`config.mk`:
```
export PLATFORM = sky130hd
export DESIGN_NAME = xmodem_rx_top
export DESIGN_NICKNAME = d
export VERILOG_FILES = /design/src/hdl/xmodem_pkg.sv /design/src/hdl/uart_rx.sv /design/src/hdl/uart_tx.sv /design/src/hdl/xmodem_block_checker.sv /design/src/hdl/xmodem_protocol_ctrl.sv /design/src/hdl/xmodem_rx_top.sv
export SDC_FILE = /design/constraint.sdc
export NUM_CORES = 1
export LEC_CHECK = 0
export BUFFER_PORTS_ARGS = -buffer_cell sky130_fd_sc_hd__buf_2
export CORE_MARGIN = 2
export CORE_UTILIZATION = 56
export DETAILED_ROUTE_END_ITERATION = 8
export PLACE_DENSITY = 0.76
export SYNTH_ARGS = -nofsm -noshare
export SYNTH_HDL_FRONTEND = slang
export SYNTH_SLANG_ARGS = --single-unit
```
`constraint.sdc`:
```
create_clock -name clk -period 2.8 [get_ports clk]
set_input_delay 0.84 -clock clk [delete_from_list [all_inputs] [get_ports clk]]
set_output_delay 0.84 -clock clk [all_outputs]
set_load 0.03 [all_outputs]
```
`src/hdl/xmodem_pkg.sv`:
```
package xmodem_pkg;

    // protocol bytes
    localparam logic [7:0] SOH = 8'h01;
    localparam logic [7:0] EOT = 8'h04;
    localparam logic [7:0] ACK = 8'h06;
    localparam logic [7:0] NAK = 8'h15;

    // serial bit timing is small for simulation
    localparam int CYC_PER_BIT = 16;
    localparam int CYC_W = $clog2(CYC_PER_BIT);
    localparam logic [CYC_W-1:0] BIT_LAST = CYC_W'(CYC_PER_BIT - 1);
    localparam logic [CYC_W-1:0] BIT_HALF = CYC_W'(CYC_PER_BIT / 2);

    // block framing
    localparam int BLOCK_BYTES = 128;
    localparam int BYTE_CNT_W = $clog2(BLOCK_BYTES);
    localparam logic [BYTE_CNT_W-1:0] BYTE_LAST = BYTE_CNT_W'(BLOCK_BYTES - 1);

    // idle time before a NAK is repeated
    localparam int NAK_TIMEOUT_CYC = 50000;
    localparam int TIMER_W = $clog2(NAK_TIMEOUT_CYC);
    localparam logic [TIMER_W-1:0] TIMER_LAST = TIMER_W'(NAK_TIMEOUT_CYC - 1);

    // retry limits
    localparam int MAX_RETRY = 10;
    localparam int RETRY_W = $clog2(MAX_RETRY + 1);
    localparam logic [RETRY_W-1:0] RETRY_LIMIT = RETRY_W'(MAX_RETRY);

endpackage

```
`src/hdl/uart_rx.sv`:
```
`timescale 1ns/1ps

module uart_rx (
    input  logic       clk,
    input  logic       rst,
    input  logic       rx_pin,
    output logic [7:0] rx_byte,
    output logic       rx_byte_valid
);

    typedef enum logic {
        RX_IDLE,
        RX_BUSY
    } rx_state_t;

    rx_state_t state;

    logic rx_meta;
    logic rx_s;
    logic [xmodem_pkg::CYC_W-1:0] cyc_cnt;
    logic [3:0] sample_cnt;
    logic tick;
    logic take_data;

    // line idles high
    always_ff @(posedge clk or posedge rst) begin
        if (rst) begin
            rx_meta <= 1'b1;
            rx_s <= 1'b1;
        end else begin
            rx_meta <= rx_pin;
            rx_s <= rx_meta;
        end
    end

    assign tick = (cyc_cnt == xmodem_pkg::BIT_LAST);

    // samples 1 to 8 are the data bits
    assign take_data = (state == RX_BUSY) && tick &&
                       (sample_cnt != 4'd0) && (sample_cnt != 4'd9);

    always_ff @(posedge clk or posedge rst) begin
        if (rst) begin
            state <= RX_IDLE;
            cyc_cnt <= '0;
            sample_cnt <= '0;
            rx_byte_valid <= 1'b0;
        end else begin
            rx_byte_valid <= 1'b0;
            case (state)
                RX_IDLE: begin
                    if (!rx_s) begin
                        // half period preload puts samples mid-bit
                        state <= RX_BUSY;
                        cyc_cnt <= xmodem_pkg::BIT_HALF;
                        sample_cnt <= '0;
                    end
                end
                RX_BUSY: begin
                    if (tick) begin
                        cyc_cnt <= '0;
                        sample_cnt <= sample_cnt + 4'd1;
                        if ((sample_cnt == 4'd0) && rx_s) begin
                            // a start bit that did not hold was a glitch
                            state <= RX_IDLE;
                        end else if (sample_cnt == 4'd9) begin
                            // strobe only with a good stop bit
                            rx_byte_valid <= rx_s;
                            state <= RX_IDLE;
                        end
                    end else begin
                        cyc_cnt <= cyc_cnt + 1'b1;
                    end
                end
                default: begin
                    state <= RX_IDLE;
                end
            endcase
        end
    end

    // lsb arrives first
    always_ff @(posedge clk) begin
        if (take_data) begin
            rx_byte <= {rx_s, rx_byte[7:1]};
        end
    end

endmodule

```
`src/hdl/uart_tx.sv`:
```
`timescale 1ns/1ps

module uart_tx (
    input  logic       clk,
    input  logic       rst,
    input  logic       tx_start,
    input  logic [7:0] tx_data,
    output logic       tx,
    output logic       tx_busy
);

    logic [9:0] frame;
    logic [xmodem_pkg::CYC_W-1:0] cyc_cnt;
    logic [3:0] bit_cnt;
    logic tick;

    assign tick = (cyc_cnt == xmodem_pkg::BIT_LAST);

    // bit 0 of the frame is the line
    assign tx = frame[0];

    always_ff @(posedge clk or posedge rst) begin
        if (rst) begin
            frame <= '1;
            tx_busy <= 1'b0;
            cyc_cnt <= '0;
            bit_cnt <= '0;
        end else if (!tx_busy) begin
            if (tx_start) begin
                // stop, data, start
                frame <= {1'b1, tx_data, 1'b0};
                tx_busy <= 1'b1;
                cyc_cnt <= '0;
                bit_cnt <= '0;
            end
        end else if (tick) begin
            cyc_cnt <= '0;
            // ones fill in behind, so the line ends high
            frame <= {1'b1, frame[9:1]};
            if (bit_cnt == 4'd9) begin
                tx_busy <= 1'b0;
                bit_cnt <= '0;
            end else begin
                bit_cnt <= bit_cnt + 4'd1;
            end
        end else begin
            cyc_cnt <= cyc_cnt + 1'b1;
        end
    end

endmodule

```
`src/hdl/xmodem_block_checker.sv`:
```
`timescale 1ns/1ps

module xmodem_block_checker (
    input  logic       clk,
    input  logic       rst,
    input  logic [7:0] rx_byte,
    input  logic       rx_byte_valid,
    output logic       block_done,
    output logic       block_ok,
    output logic       eot_seen,
    output logic       msg_byte_valid,
    output logic [7:0] msg_byte,
    output logic       block_valid,
    output logic [7:0] block_num
);

    typedef enum logic [2:0] {
        B_SOH,
        B_NUM,
        B_CMP,
        B_DATA,
        B_SUM
    } blk_state_t;

    blk_state_t state;

    logic [7:0] num_rx;
    logic [7:0] last_good;
    logic [7:0] sum;
    logic [xmodem_pkg::BYTE_CNT_W-1:0] byte_cnt;
    logic num_err;
    logic cmp_ok;
    logic num_in_seq;
    logic soh_taken;

    assign soh_taken = rx_byte_valid && (state == B_SOH) && (rx_byte == xmodem_pkg::SOH);
    assign eot_seen = rx_byte_valid && (state == B_SOH) && (rx_byte == xmodem_pkg::EOT);

    assign msg_byte = rx_byte;
    assign msg_byte_valid = rx_byte_valid && (state == B_DATA);

    // verdict on the checksum byte itself
    assign block_done = rx_byte_valid && (state == B_SUM);
    assign block_ok = !num_err && (sum == rx_byte);
    assign block_valid = block_done && block_ok;
    assign block_num = last_good;

    // same number means the host resent after a lost ACK
    assign cmp_ok = (rx_byte == ~num_rx);
    assign num_in_seq = (num_rx == last_good) || (num_rx == last_good + 8'd1);

    always_ff @(posedge clk or posedge rst) begin
        if (rst) begin
            state <= B_SOH;
            byte_cnt <= '0;
            num_err <= 1'b0;
            last_good <= 8'h00;
        end else if (rx_byte_valid) begin
            case (state)
                B_SOH: begin
                    byte_cnt <= '0;
                    if (soh_taken) begin
                        state <= B_NUM;
                    end
                end
                B_NUM: begin
                    state <= B_CMP;
                end
                B_CMP: begin
                    num_err <= !cmp_ok || !num_in_seq;
                    state <= B_DATA;
                end
                B_DATA: begin
                    byte_cnt <= byte_cnt + 1'b1;
                    if (byte_cnt == xmodem_pkg::BYTE_LAST) begin
                        state <= B_SUM;
                    end
                end
                B_SUM: begin
                    if (block_ok) begin
                        last_good <= num_rx;
                    end
                    state <= B_SOH;
                end
                default: begin
                    state <= B_SOH;
                end
            endcase
        end
    end

    // running checksum over the payload only
    always_ff @(posedge clk) begin
        if (soh_taken) begin
            sum <= 8'h00;
        end else if (msg_byte_valid) begin
            sum <= sum + rx_byte;
        end
        if (rx_byte_valid && (state == B_NUM)) begin
            num_rx <= rx_byte;
        end
    end

endmodule

```
`src/hdl/xmodem_protocol_ctrl.sv`:
```
`timescale 1ns/1ps

module xmodem_protocol_ctrl (
    input  logic       clk,
    input  logic       rst,
    input  logic       start_pulse,
    input  logic       block_done,
    input  logic       block_ok,
    input  logic       eot_seen,
    input  logic       tx_busy,
    output logic       tx_start,
    output logic [7:0] tx_data,
    output logic       done
);

    typedef enum logic {
        C_IDLE,
        C_ACTIVE
    } ctrl_state_t;

    ctrl_state_t state;

    logic [xmodem_pkg::TIMER_W-1:0] nak_timer;
    logic [xmodem_pkg::RETRY_W-1:0] timeout_cnt;
    logic [xmodem_pkg::RETRY_W-1:0] bad_cnt;
    logic timer_exp;
    logic give_up;
    logic tx_free;
    logic reply_req;
    logic [7:0] reply_byte;
    logic pend;
    logic [7:0] pend_byte;

    assign timer_exp = (state == C_ACTIVE) && (nak_timer == xmodem_pkg::TIMER_LAST);
    assign give_up = (timeout_cnt == xmodem_pkg::RETRY_LIMIT) ||
                     (bad_cnt == xmodem_pkg::RETRY_LIMIT);

    // the transmitter raises busy one cycle after start
    assign tx_free = !tx_busy && !tx_start;

    always_comb begin
        reply_req = 1'b0;
        reply_byte = xmodem_pkg::NAK;
        case (state)
            C_IDLE: begin
                reply_req = start_pulse;
            end
            C_ACTIVE: begin
                if (!give_up) begin
                    if (eot_seen) begin
                        reply_req = 1'b1;
                        reply_byte = xmodem_pkg::ACK;
                    end else if (block_done) begin
                        reply_req = 1'b1;
                        reply_byte = block_ok ? xmodem_pkg::ACK : xmodem_pkg::NAK;
                    end else if (timer_exp) begin
                        reply_req = 1'b1;
                    end
                end
            end
            default: begin
                reply_req = 1'b0;
            end
        endcase
    end

    always_ff @(posedge clk or posedge rst) begin
        if (rst) begin
            state <= C_IDLE;
            nak_timer <= '0;
            timeout_cnt <= '0;
            bad_cnt <= '0;
            done <= 1'b0;
        end else begin
            done <= 1'b0;
            case (state)
                C_IDLE: begin
                    if (start_pulse) begin
                        state <= C_ACTIVE;
                        nak_timer <= '0;
                        timeout_cnt <= '0;
                        bad_cnt <= '0;
                    end
                end
                C_ACTIVE: begin
                    if (give_up) begin
                        state <= C_IDLE;
                    end else if (eot_seen) begin
                        done <= 1'b1;
                        state <= C_IDLE;
                    end else if (block_done) begin
                        nak_timer <= '0;
                        if (block_ok) begin
                            timeout_cnt <= '0;
                            bad_cnt <= '0;
                        end else begin
                            bad_cnt <= bad_cnt + 1'b1;
                        end
                    end else if (timer_exp) begin
                        nak_timer <= '0;
                        timeout_cnt <= timeout_cnt + 1'b1;
                    end else begin
                        nak_timer <= nak_timer + 1'b1;
                    end
                end
                default: begin
                    state <= C_IDLE;
                end
            endcase
        end
    end

    // at most one reply waits for the transmitter
    always_ff @(posedge clk or posedge rst) begin
        if (rst) begin
            tx_start <= 1'b0;
            pend <= 1'b0;
        end else begin
            tx_start <= 1'b0;
            if (pend && tx_free) begin
                tx_start <= 1'b1;
                pend <= reply_req;
            end else if (reply_req) begin
                if (tx_free) begin
                    tx_start <= 1'b1;
                end else begin
                    pend <= 1'b1;
                end
            end
        end
    end

    always_ff @(posedge clk) begin
        if (pend && tx_free) begin
            tx_data <= pend_byte;
        end else if (reply_req && tx_free) begin
            tx_data <= reply_byte;
        end
        if (reply_req && (pend || !tx_free)) begin
            pend_byte <= reply_byte;
        end
    end

endmodule

```
`src/hdl/xmodem_rx_top.sv`:
```
`timescale 1ns/1ps

module xmodem_rx_top (
    input  logic       clk,
    input  logic       rst,
    input  logic       start_btn,
    input  logic       rx_pin,
    output logic       tx,
    output logic       done,
    output logic       block_valid,
    output logic       msg_byte_valid,
    output logic [7:0] msg_byte,
    output logic [7:0] block_num
);

    logic [1:0] btn_sync;
    logic       start_pulse;
    logic [7:0] rx_byte;
    logic       rx_byte_valid;
    logic       block_done;
    logic       block_ok;
    logic       eot_seen;
    logic       tx_start;
    logic [7:0] tx_data;
    logic       tx_busy;

    // a press of the active low button is a falling edge
    always_ff @(posedge clk or posedge rst) begin
        if (rst) begin
            btn_sync <= 2'b11;
            start_pulse <= 1'b0;
        end else begin
            btn_sync <= {btn_sync[0], start_btn};
            start_pulse <= btn_sync[1] && !btn_sync[0];
        end
    end

    uart_rx uart_rx_inst (
        .clk           (clk),
        .rst           (rst),
        .rx_pin        (rx_pin),
        .rx_byte       (rx_byte),
        .rx_byte_valid (rx_byte_valid)
    );

    xmodem_block_checker xmodem_block_checker_inst (
        .clk            (clk),
        .rst            (rst),
        .rx_byte        (rx_byte),
        .rx_byte_valid  (rx_byte_valid),
        .block_done     (block_done),
        .block_ok       (block_ok),
        .eot_seen       (eot_seen),
        .msg_byte_valid (msg_byte_valid),
        .msg_byte       (msg_byte),
        .block_valid    (block_valid),
        .block_num      (block_num)
    );

    xmodem_protocol_ctrl xmodem_protocol_ctrl_inst (
        .clk         (clk),
        .rst         (rst),
        .start_pulse (start_pulse),
        .block_done  (block_done),
        .block_ok    (block_ok),
        .eot_seen    (eot_seen),
        .tx_busy     (tx_busy),
        .tx_start    (tx_start),
        .tx_data     (tx_data),
        .done        (done)
    );

    uart_tx uart_tx_inst (
        .clk      (clk),
        .rst      (rst),
        .tx_start (tx_start),
        .tx_data  (tx_data),
        .tx       (tx),
        .tx_busy  (tx_busy)
    );

endmodule

```
### Word level (Yosys, flattened, before mapping)

Index checks and enable logic that the tools add are counted.

| word-level totals | value |
|---|---|
| register bits after elaboration | 121 |
| latch bits | 0 |
| bits in writable memories | 0 |
| memory bits (read-only) | 0 |
| input port bits | 4 |
| output and inout bits | 20 |
| memories kept | 0 |

| operators by class | value |
|---|---|
| add/sub/neg operators | 10 |
| multipliers | 0 |
| div/mod/pow operators | 0 |
| magnitude comparators | 0 |
| equal/unequal tests | 31 |
| shifts and indexed selects | 0 |
| muxes and demuxes | 75 |
| bitwise gates (word level) | 3 |
| reduce and logical (&&, ||, !) cells | 46 |

Operators by type and width:

| operator | count |
|---|---|
| 2-to-1 mux 16 bit | 5 |
| 2-to-1 mux 4 bit | 20 |
| 2-to-1 mux 8 bit | 6 |
| equality test 8 bit | 4 |
| case mux 16 bit (2 select lines) | 1 |
| case mux 4 bit (2 select lines) | 4 |
| 2-to-1 mux 10 bit | 3 |
| 2-to-1 mux 1 bit | 28 |
| adder 4 x 1 -> 4 bit, second input constant | 6 |
| equality test 4 bit, second input constant | 6 |
| logical AND 1 bit | 18 |
| != test 2 bit, second input constant | 9 |
| adder 16 x 1 -> 16 bit, second input constant | 1 |
| equality test 16 bit, second input constant | 1 |
| case mux 7 bit (2 select lines) | 1 |
| case mux 3 bit (4 select lines) | 1 |
| AND reduction 2 bit | 5 |
| AND reduction 3 bit | 3 |
| adder 8 x 1 -> 8 bit, second input constant | 1 |
| adder 8 bit | 1 |
| equality test 8 x 1 -> 1 bit, second input constant | 1 |
| equality test 8 x 3 -> 1 bit, second input constant | 1 |
| NOT 8 bit | 1 |
| nonzero test 2 bit | 4 |
| other kinds (19) | 34 |

### Depth between registers and ports, before layout

Gate-level depths: netlist (run 1).

| depth | value |
|---|---|
| depth after elaboration | 10 |
| gate-level depth with buffers | 9 |
| depth with buffers taken out | 9 |

### Modules after synthesis

From an unflattened synthesis (run 1), not the netlist that was laid out.

| second synthesis, totals | value |
|---|---|
| cells, all modules | 594 |
| area total of the unflattened synthesis | 5810.6 um^2 |

Modules (own cells, without submodules):

| module | times used | cells each | area each (um^2) | sequential area each (um^2) |
|---|---|---|---|---|
| xmodem_block_checker | 1 | 237 | 2152.1 | 875.8 |
| xmodem_protocol_ctrl | 1 | 194 | 1790.5 | 820.8 |
| uart_tx | 1 | 88 | 898.4 | 461.7 |
| uart_rx | 1 | 70 | 874.6 | 543.0 |
| xmodem_rx_top | 1 | 5 | 95.1 | 77.6 |

### Worst setup path before layout (run 1)

No wires, ideal clock.

| path | value |
|---|---|
| path kind | register to output |
| from | register uart_rx_inst.rx_byte[4] |
| to | output port block_valid |
| data arrival time | 2.086 ns |
| data required time | 1.960 ns |
| setup slack | -0.126 ns |
| cell stages (with the launch flop) | 6 |
| buffers on the path | 1 |
| cell sequence | edfxtp_1 ha_1 nor4_1 nand4_1 inv_1 clkbuf_1 |

| between the ends | value |
|---|---|
| longest elaborated chain between the ends | 3 |

Ends and longest elaborated chain:

| what | line | text |
|---|---|---|
| from (decl) | uart_rx.sv:7 | `output logic [7:0] rx_byte,` |
| from (signal assigned) | uart_rx.sv:85 | `rx_byte <= {rx_s, rx_byte[7:1]};` |
| equality test 8 bit | xmodem_block_checker.sv:44 | `assign block_ok = !num_err && (sum == rx_byte);` |
| logical AND 1 bit | xmodem_block_checker.sv:44 |  |
| logical AND 1 bit | xmodem_block_checker.sv:45 | `assign block_valid = block_done && block_ok;` |
| to (decl) | xmodem_rx_top.sv:10 | `output logic block_valid,` |

No other way between the ends.

### Worst setup path in the final report (run 1)

Ends and elaborated chain as after synthesis.

==> results of run 1 <==
==> timing repair <==
action                     in CTS  in global routing
pin swaps                       1                  3
setup endpoints to repair       1                  1
gates resized for setup         8                  6
setup buffers                   0                  4
==> critical path, cell delays in order (launching register included) <==
cell      delay, ps
edfxtp_1        450
ha_4            300
nor4_4          300
nand4_1         180
inv_2           110
buf_4           160
==> per-layer routing <==
| metal | track usage | vias up | wire length [um] |
|---|---|---|---|
| li1 | - | 2036 | - |
| met5 | 0 | - | 0 |
| met4 | 0.0698 | 0 | 140 |
| met1 | 0.285 | 1997 | 5090 |
| met3 | 0.0556 | 9 | 384 |
| met2 | 0.362 | 59 | 5360 |
==> cell type report <==
cell class              count  area (um^2)  area share
multi-input cells         409         2590       0.423
well taps                 133          166      0.0272
clock buffers               9          124      0.0202
inverters                  28          109      0.0178
clock inverters             7         70.1      0.0114
flip-flops and latches    108         2780       0.454
repair buffers             44          288      0.0470
==> sequential cells by signal, indices dropped and copies added, names as in the netlist, 3 cells and up <==
| register | cells |
|---|---|
| xmodem_protocol_ctrl_inst.nak_timer | 16 |
| uart_tx_inst.frame | 9 |
| uart_rx_inst.rx_byte | 8 |
| xmodem_block_checker_inst.block_num | 8 |
| xmodem_block_checker_inst.num_rx | 8 |
| xmodem_block_checker_inst.sum | 8 |
| xmodem_block_checker_inst.byte_cnt | 7 |
| uart_rx_inst.cyc_cnt | 4 |
| uart_rx_inst.sample_cnt | 4 |
| uart_tx_inst.bit_cnt | 4 |
| uart_tx_inst.cyc_cnt | 4 |
| xmodem_protocol_ctrl_inst.bad_cnt | 4 |
| xmodem_protocol_ctrl_inst.timeout_cnt | 4 |
| xmodem_block_checker_inst.state | 3 |
==> cell usage in the layout, fill, tap and decap left out, types with 21 or more instances in the layout <==
cell / n
nand2_1: 79
dfrtp_1: 67
nor2_1: 53
o21ai_0: 42
a21oi_1: 26
xor2_1: 25
inv_1: 24
nand3_1: 24
buf_2: 22
buf_4: 21
==> cell families (layout without fill, tap and decap cells) <==
logic type                 count (synthesis)  in the layout  synth area share
buffers and inverters                     40             88            0.0320
muxes                                      4              4           0.00755
and+or+nand+nor                          232            232             0.208
adders and majority gates                 23             23            0.0536
AOI/OAI and AO/OA                        105            105             0.118
DFF                                      108            108             0.508
xor gates and xnor gates                  45             45            0.0721
==> cells in the mapped netlist (6+ instances only) <==
cell type,instances,share of area
a21oi_1,26,0.024
dfxtp_1,8,0.029
xnor2_1,20,0.032
nor4_1,9,0.010
nor2b_1,6,0.0069
edfxtp_1,20,0.11
nor2_1,53,0.036
xor2_1,25,0.040
inv_1,26,0.018
nand2_1,79,0.054
a22o_1,7,0.011
dfrtp_1,67,0.31
o21ai_0,42,0.038
clkbuf_1,7,0.0048
nand3_1,24,0.022
nor3_1,16,0.015
dfstp_2,13,0.062
ha_1,21,0.048
nand2b_1,6,0.0069
nand4_1,15,0.017
==> worst paths after layout <==
path                                                                             end  cells after the start
min in group asynchronous         xmodem_protocol_ctrl_inst.nak_timer[5]$_DFFE_PP0P_                      2
worst min register to register                           uart_rx_inst.rx_s$_DFF_PP1_                      0
worst min-delay path                                     uart_rx_inst.rx_s$_DFF_PP1_                      0
max in group asynchronous                          uart_tx_inst.frame[0]$_DFFE_PP1P_                      3
worst max-delay path                                                     block_valid                      5
worst max register to register  xmodem_protocol_ctrl_inst.timeout_cnt[2]$_DFFE_PP0P_                     10
==> metrics by stage <==
step | area (um^2) | cells | utilization | hold slack [ps]
4_1_cts | 6060 | 734 | 0.628 | 362
3_3_place_gp | 5820 | 718 | 0.604 | 348
2_1_floorplan | 5470 | 557 | - | 345
6_report | 6120 | 738 | 0.635 | 362
3_5_place_dp | 5820 | 718 | 0.604 | 348
5_1_grt | 6120 | 738 | 0.635 | 364
==> power by group <==
group	total (W)	internal, W	switching [W]
clock network	0.000949	0.000418	0.000531
logic	0.000842	0.000350	0.000492
registers	0.00212	0.00187	0.000250
total	0.00391	0.00264	0.00127
==> results.json, run 1 <==
{
  "die_outline_area_um2": 10600,
  "category_of_the_most_critical_setup_path": "flop to primary output",
  "cts.reportedPaths.clkPinSlew_ps": 100,
  "vias": 4101,
  "reg2reg_slack_ps": 320,
  "seq_area_frac_synth": 0.508,
  "synth-warning-count": 0,
  "critPathRequiredTime_ps": 1960,
  "fraction_of_layout_instances_using_a_drive_strength_above_1": 0.160,
  "syn-num-nets": 583,
  "groute.usage.overall": 0.219,
  "worst_case_setup_slack_after_placement_ps": 224,
  "area.growth.synth_to_final_pct": 12.0,
  "hold_viol": 0,
  "end_kind": "primary output",
  "fin_setup_tns_ps": 0,
  "postSynthCellCount": 557,
  "cts-htree-levels": 3,
  "drc_violations_left": 0,
  "worstReg2RegStart": "uart_rx_inst.rx_byte[3]$_DFFE_PP_",
  "hp-class": "flop to flop",
  "synth_flop_cell": "dfrtp_1",
  "cts_tree": "done",
  "synth-edff-count": 20,
  "cp-startpoint": "uart_rx_inst.rx_byte[4]$_DFFE_PP_",
  "post_synth_num_cell_types": 61,
  "die_boundary_height_um": 103,
  "grt_pass1_vias": 3836,
  "post_layout_power_w": 0.00391,
  "io_pins": 24,
  "setup_ws_ps": 69.4,
  "synthArstFlopShare": 0.741,
  "max_cap_violations": 0,
  "critical_path_arrival_ps": 1890,
  "finalSetupViolCount": 0,
  "row_count": 36,
  "timing.critical_path.from_type": "flop",
  "fmax_mhz": 366,
  "drv_slew": 0,
  "port-buffer-count": 23,
  "final.period_utilization": 0.975,
  "tightest_slew_ps": 795,
  "synth.ff_latch_count": 108,
  "power.static_leakage_nw": 2.64,
  "n_antenna_cell": 0,
  "fill_cells": 818,
  "clkLatencyLatePin_ps": 380,
  "floorplan.core_area_um2": 9640,
  "detail_route.vias_per_cell": 5.56,
  "maxSlewHeadroom": 0.468,
  "initialDrtViolationCount": 190,
  "synthesized_cell_area_um2": 5470,
  "cp_max_fo": 6,
  "power_per_cell_area_nw_per_um2": 639,
  "post_drt_wl_per_cell_um": 14.9,
  "syn_avg_cell_area_um2": 9.81,
  "clockRootBuffer": "clkbuf_8",
  "cts_num_sinks": 108,
  "grt_start_max_net_pins": 45,
  "number_of_cts_inserted_buffers": 9,
  "grt_pass1_wl_mm": 17.9,
  "routabilityCongestion": 0.936,
  "routed_wirelength_mm": 11.0,
  "residual_antenna_violating_net_count_after_detailed_routing": 0,
  "drt_pass1_iterations": 4,
  "period_minus_slack_ps": 2730,
  "finClkSkew_ps": 12.2,
  "antenna_found_initial": 0,
  "cts.path.max_buffers": 2,
  "die-width_um": 103,
  "dpl.hpwl_mm": 7.74,
  "outcome": "complete, no violations",
  "ir_drop_v": 0.000334,
  "ctsHoldBuffers": 0,
  "grt_remaining_overflow": 0,
  "holdCritStartpoint": "uart_rx_inst.rx_meta$_DFF_PP1_",
  "initial_core_utilization": 0.567,
  "layout.nets": 626
}
No activity file was read; power rests on OpenSTA's default activity.
==> run 2, diff against run 1 <==
--- a/config.mk
+++ b/config.mk
@@ -5,6 +5,7 @@
 export SDC_FILE = /design/constraint.sdc
 export NUM_CORES = 1
 export LEC_CHECK = 0
+export ABC_AREA = 1
 export BUFFER_PORTS_ARGS = -buffer_cell sky130_fd_sc_hd__buf_2
 export CORE_MARGIN = 2
 export CORE_UTILIZATION = 56
==> run 2 against run 1 <==
  * Register-to-register slack improved by 450 ps
  * Clock-buffer cell count grew 4
  * Synthesized cell count up 29%
  * Cell area increased by 5.4%
  * Wire length rose by 9.7%
  * Critical path type unchanged
  * Largest cell class unchanged
==> results.json, run 2 <==
{
  "outcome": "complete, no violations",
  "clockRootBuffer": "clkbuf_8",
  "rsz0062_at_grt": "no",
  "final.period_utilization": 0.958,
  "grt_start_max_net_pins": 81,
  "worst_path_largest_cell_delay_ps": 410,
  "number_of_cts_inserted_buffers": 9,
  "synth_compound_area_frac": 0.0932,
  "row_count": 37,
  "ys_top_cells_by_area": "dfrtp_1 (29%), nand2_1 (11%), edfxtp_1 (10%), inv_1 (7.2%), dfstp_2 (5.8%)",
  "critPathRequiredTime_ps": 1960,
  "synth.largest_area_cell": "dfrtp_1",
  "die_outline_area_um2": 11300,
  "synthArstFlopShare": 0.741,
  "dominant_combinational_cell_family_by_area_after_synthesis": "simple AND/OR/NAND/NOR gates",
  "holdCritStartpoint": "uart_rx_inst.rx_meta$_DFF_PP1_",
  "post_drt_wl_per_cell_um": 13.4,
  "groute.usage.overall": 0.227,
  "grt_pass1_wl_mm": 20.6,
  "detail_route.vias_per_cell": 5.26,
  "finalSetupViolCount": 0,
  "design_area_um2": 6450,
  "synth_flop_cell": "dfrtp_1",
  "post_synth_and_or_nand_nor_area_fraction": 0.262,
  "vias": 4716,
  "drc_violations_left": 0,
  "die_boundary_height_um": 106,
  "placed_area_um2": 6180,
  "postSynthCellCount": 717,
  "timing.critical_path.mode_cell": "nor2_1",
  "antenna_found_initial": 0,
  "yosys.area_share.adder": 0.0482,
  "ir_drop_v": 0.000458,
  "period_minus_slack_ps": 2680,
  "synth-warning-count": 0,
  "power.static_leakage_nw": 3.13,
  "hp-class": "flop to flop",
  "floorplan.core_area_um2": 10200,
  "maxSlewHeadroom": 0.499,
  "io_pins": 24,
  "tightest_slew_ps": 749,
  "end_kind": "primary output",
  "n_antenna_cell": 0,
  "max_cap_violations": 0,
  "drt_pass1_iterations": 5,
  "ctsHoldBuffers": 0,
  "synth.ff_latch_count": 108,
  "layout.nets": 781,
  "cts_num_sinks": 108,
  "drv_slew": 0,
  "power_per_cell_area_nw_per_um2": 702,
  "synth-edff-count": 20,
  "area.growth.synth_to_final_pct": 9.98,
  "routabilityCongestion": 0.877,
  "crit_path_top_delay_cell": "edfxtp_1",
  "largest_register": "xmodem_protocol_ctrl_inst.nak_timer",
  "synth.area.mux_share": 0.00171,
  "fin_setup_tns_ps": 0,
  "syn_avg_cell_area_um2": 8.18,
  "timing.rr.end": "xmodem_protocol_ctrl_inst.nak_timer[15]$_DFFE_PP0P_",
  "cp_cell_sequence": "ha_2, nor2_1, nand3_1, nor2_1, nand2_2, nor2_4, buf_4",
  "cts_tree": "done",
  "post_synth_num_cell_types": 45,
  "fraction_of_layout_instances_using_a_drive_strength_above_1": 0.128,
  "post-synth-top-count-cell": "nand2_1",
  "grt_remaining_overflow": 0,
  "initialDrtViolationCount": 337,
  "reg2reg_slack_ps": 770,
  "cts.path.max_buffers": 2,
  "initial_core_utilization": 0.574,
  "mostFrequentLayoutCell": "nand2_1",
  "cp_max_fo": 6,
  "clkLatencyLatePin_ps": 370,
  "leading_cell_types_in_the_layout_fill_and_taps_excluded": "nand2_1 (172), inv_1 (111), dfrtp_1 (67)",
  "die-width_um": 106,
  "timing.reg2reg.worst_path_depth": 10,
  "worstReg2RegStart": "xmodem_protocol_ctrl_inst.timeout_cnt[0]$_DFFE_PP0P_",
  "dpl.hpwl_mm": 8.64,
  "min_to": "uart_rx_inst.rx_s$_DFF_PP1_",
  "category_of_the_most_critical_setup_path": "flop to primary output",
  "hold_viol": 0,
  "seq_area_frac_synth": 0.474,
  "cts.reportedPaths.clkPinSlew_ps": 100,
  "port-buffer-count": 23,
  "fmax_mhz": 373,
  "finClkSkew_ps": 10.6,
  "routed_wirelength_mm": 12.0,
  "synth_xor_area_frac": 0.0373,
  "grt_pass1_vias": 4550,
  "biggestRegsByFlops": "xmodem_protocol_ctrl_inst.nak_timer: 16 flops, uart_tx_inst.frame: 9 flops",
  "cts-htree-levels": 3,
  "largest_register_ffs": 16,
  "residual_antenna_violating_net_count_after_detailed_routing": 0,
  "synth.cells.most_frequent": "nand2_1 (173), inv_1 (112), dfrtp_1 (67), nor2_1 (61), nand3_1 (53)",
  "timing.critical_path.from_type": "flop",
  "whs_path_depth": 0,
  "netlist.area_leader.share": 0.286,
  "synthesized_cell_area_um2": 5870,
  "syn-num-nets": 743,
  "critical_path_arrival_ps": 1840
}
## run 2: cell types whose count changed after synthesis, moves of 7 or more
cell / delta
nor3_1: -10
nand3_1: +29
a21oi_1: -7
nor4_1: -8
nand2_1: +94
xnor2_1: -14
nor2_1: +8
inv_1: +86
clkbuf_1: -7
o21ai_1: +8
## run 2: where the power goes
part	internal, W	leakage (nW)	switching [W]
logic	0.000500	1.77	0.000853
clock network	0.000438	0.104	0.000533
registers	0.00195	1.25	0.000257
total	0.00289	3.13	0.00164
## run 2: how the worst max path moves through the flow
stage	from	to	slack, ps	cells after the start
global placement	uart_rx_inst.rx_byte[3]$_DFFE_PP_	block_valid	300	7
detailed placement	uart_rx_inst.rx_byte[3]$_DFFE_PP_	block_valid	270	7
floorplan	uart_rx_inst.rx_byte[3]$_DFFE_PP_	block_valid	120	7
finish	uart_rx_inst.rx_byte[3]$_DFFE_PP_	block_valid	120	7
global route	uart_rx_inst.rx_byte[3]$_DFFE_PP_	block_valid	20	7
CTS	uart_rx_inst.rx_byte[2]$_DFFE_PP_	block_valid	30	7
## run 2: what timing repair did
| action | 4_1_cts | 5_1_grt |
|---|---|---|
| gates resized for setup | 5 | 2 |
| setup endpoints to repair | 1 | 1 |
| gates cloned | 0 | 0 |
| buffers inserted | 1 | 1 |
## run 2: cell families (layout without fill, tap and decap cells)
family          after synthesis  in the layout
simple gates                341            341
fa+ha+maj                    22             22
flops                       108            108
compound gates               97             97
xor+xnor                     25             25
buf+inv                     123            166
mux                           1              1
## run 2: cell type report
type,count,area [um^2]
multi-input cells,486,2640
fillers,875,3780
clock inverters,3,26.3
inverters,116,440
clock buffers,13,181
flip-flops and latches,108,2780
repair buffers,34,213
well taps,136,170
## run 2: worst max-delay path, delay by kind of cell, from the launching register on
family,cells,cell delay (ps)
and+or+nand+nor,5,540
DFF,1,410
adders and majority gates,1,350
buffers and inverters,1,170
## run 2: per-layer routing
| metal | global-route usage | wire [um] | part of all wire |
|---|---|---|---|
| met1 | 0.299 | 5600 | 0.46 |
| met2 | 0.390 | 6000 | 0.50 |
| met3 | 0.0368 | 315 | 0.026 |
| met4 | 0.0592 | 129 | 0.011 |
| met5 | 0 | 0 | 0 |
## run 2: through the flow
step | power, W | hold WS [ps] | utilization | std cells | setup WS, ps
2_1_floorplan | 0.00325 | 345 | - | 717 | 120
3_3_place_gp | 0.00346 | 347 | 0.604 | 878 | 301
3_5_place_dp | 0.00356 | 353 | 0.604 | 878 | 271
4_1_cts | 0.00455 | 368 | 0.628 | 895 | 28.1
5_1_grt | 0.00488 | 373 | 0.631 | 896 | 23.7
6_report | 0.00453 | 366 | 0.631 | 896 | 117
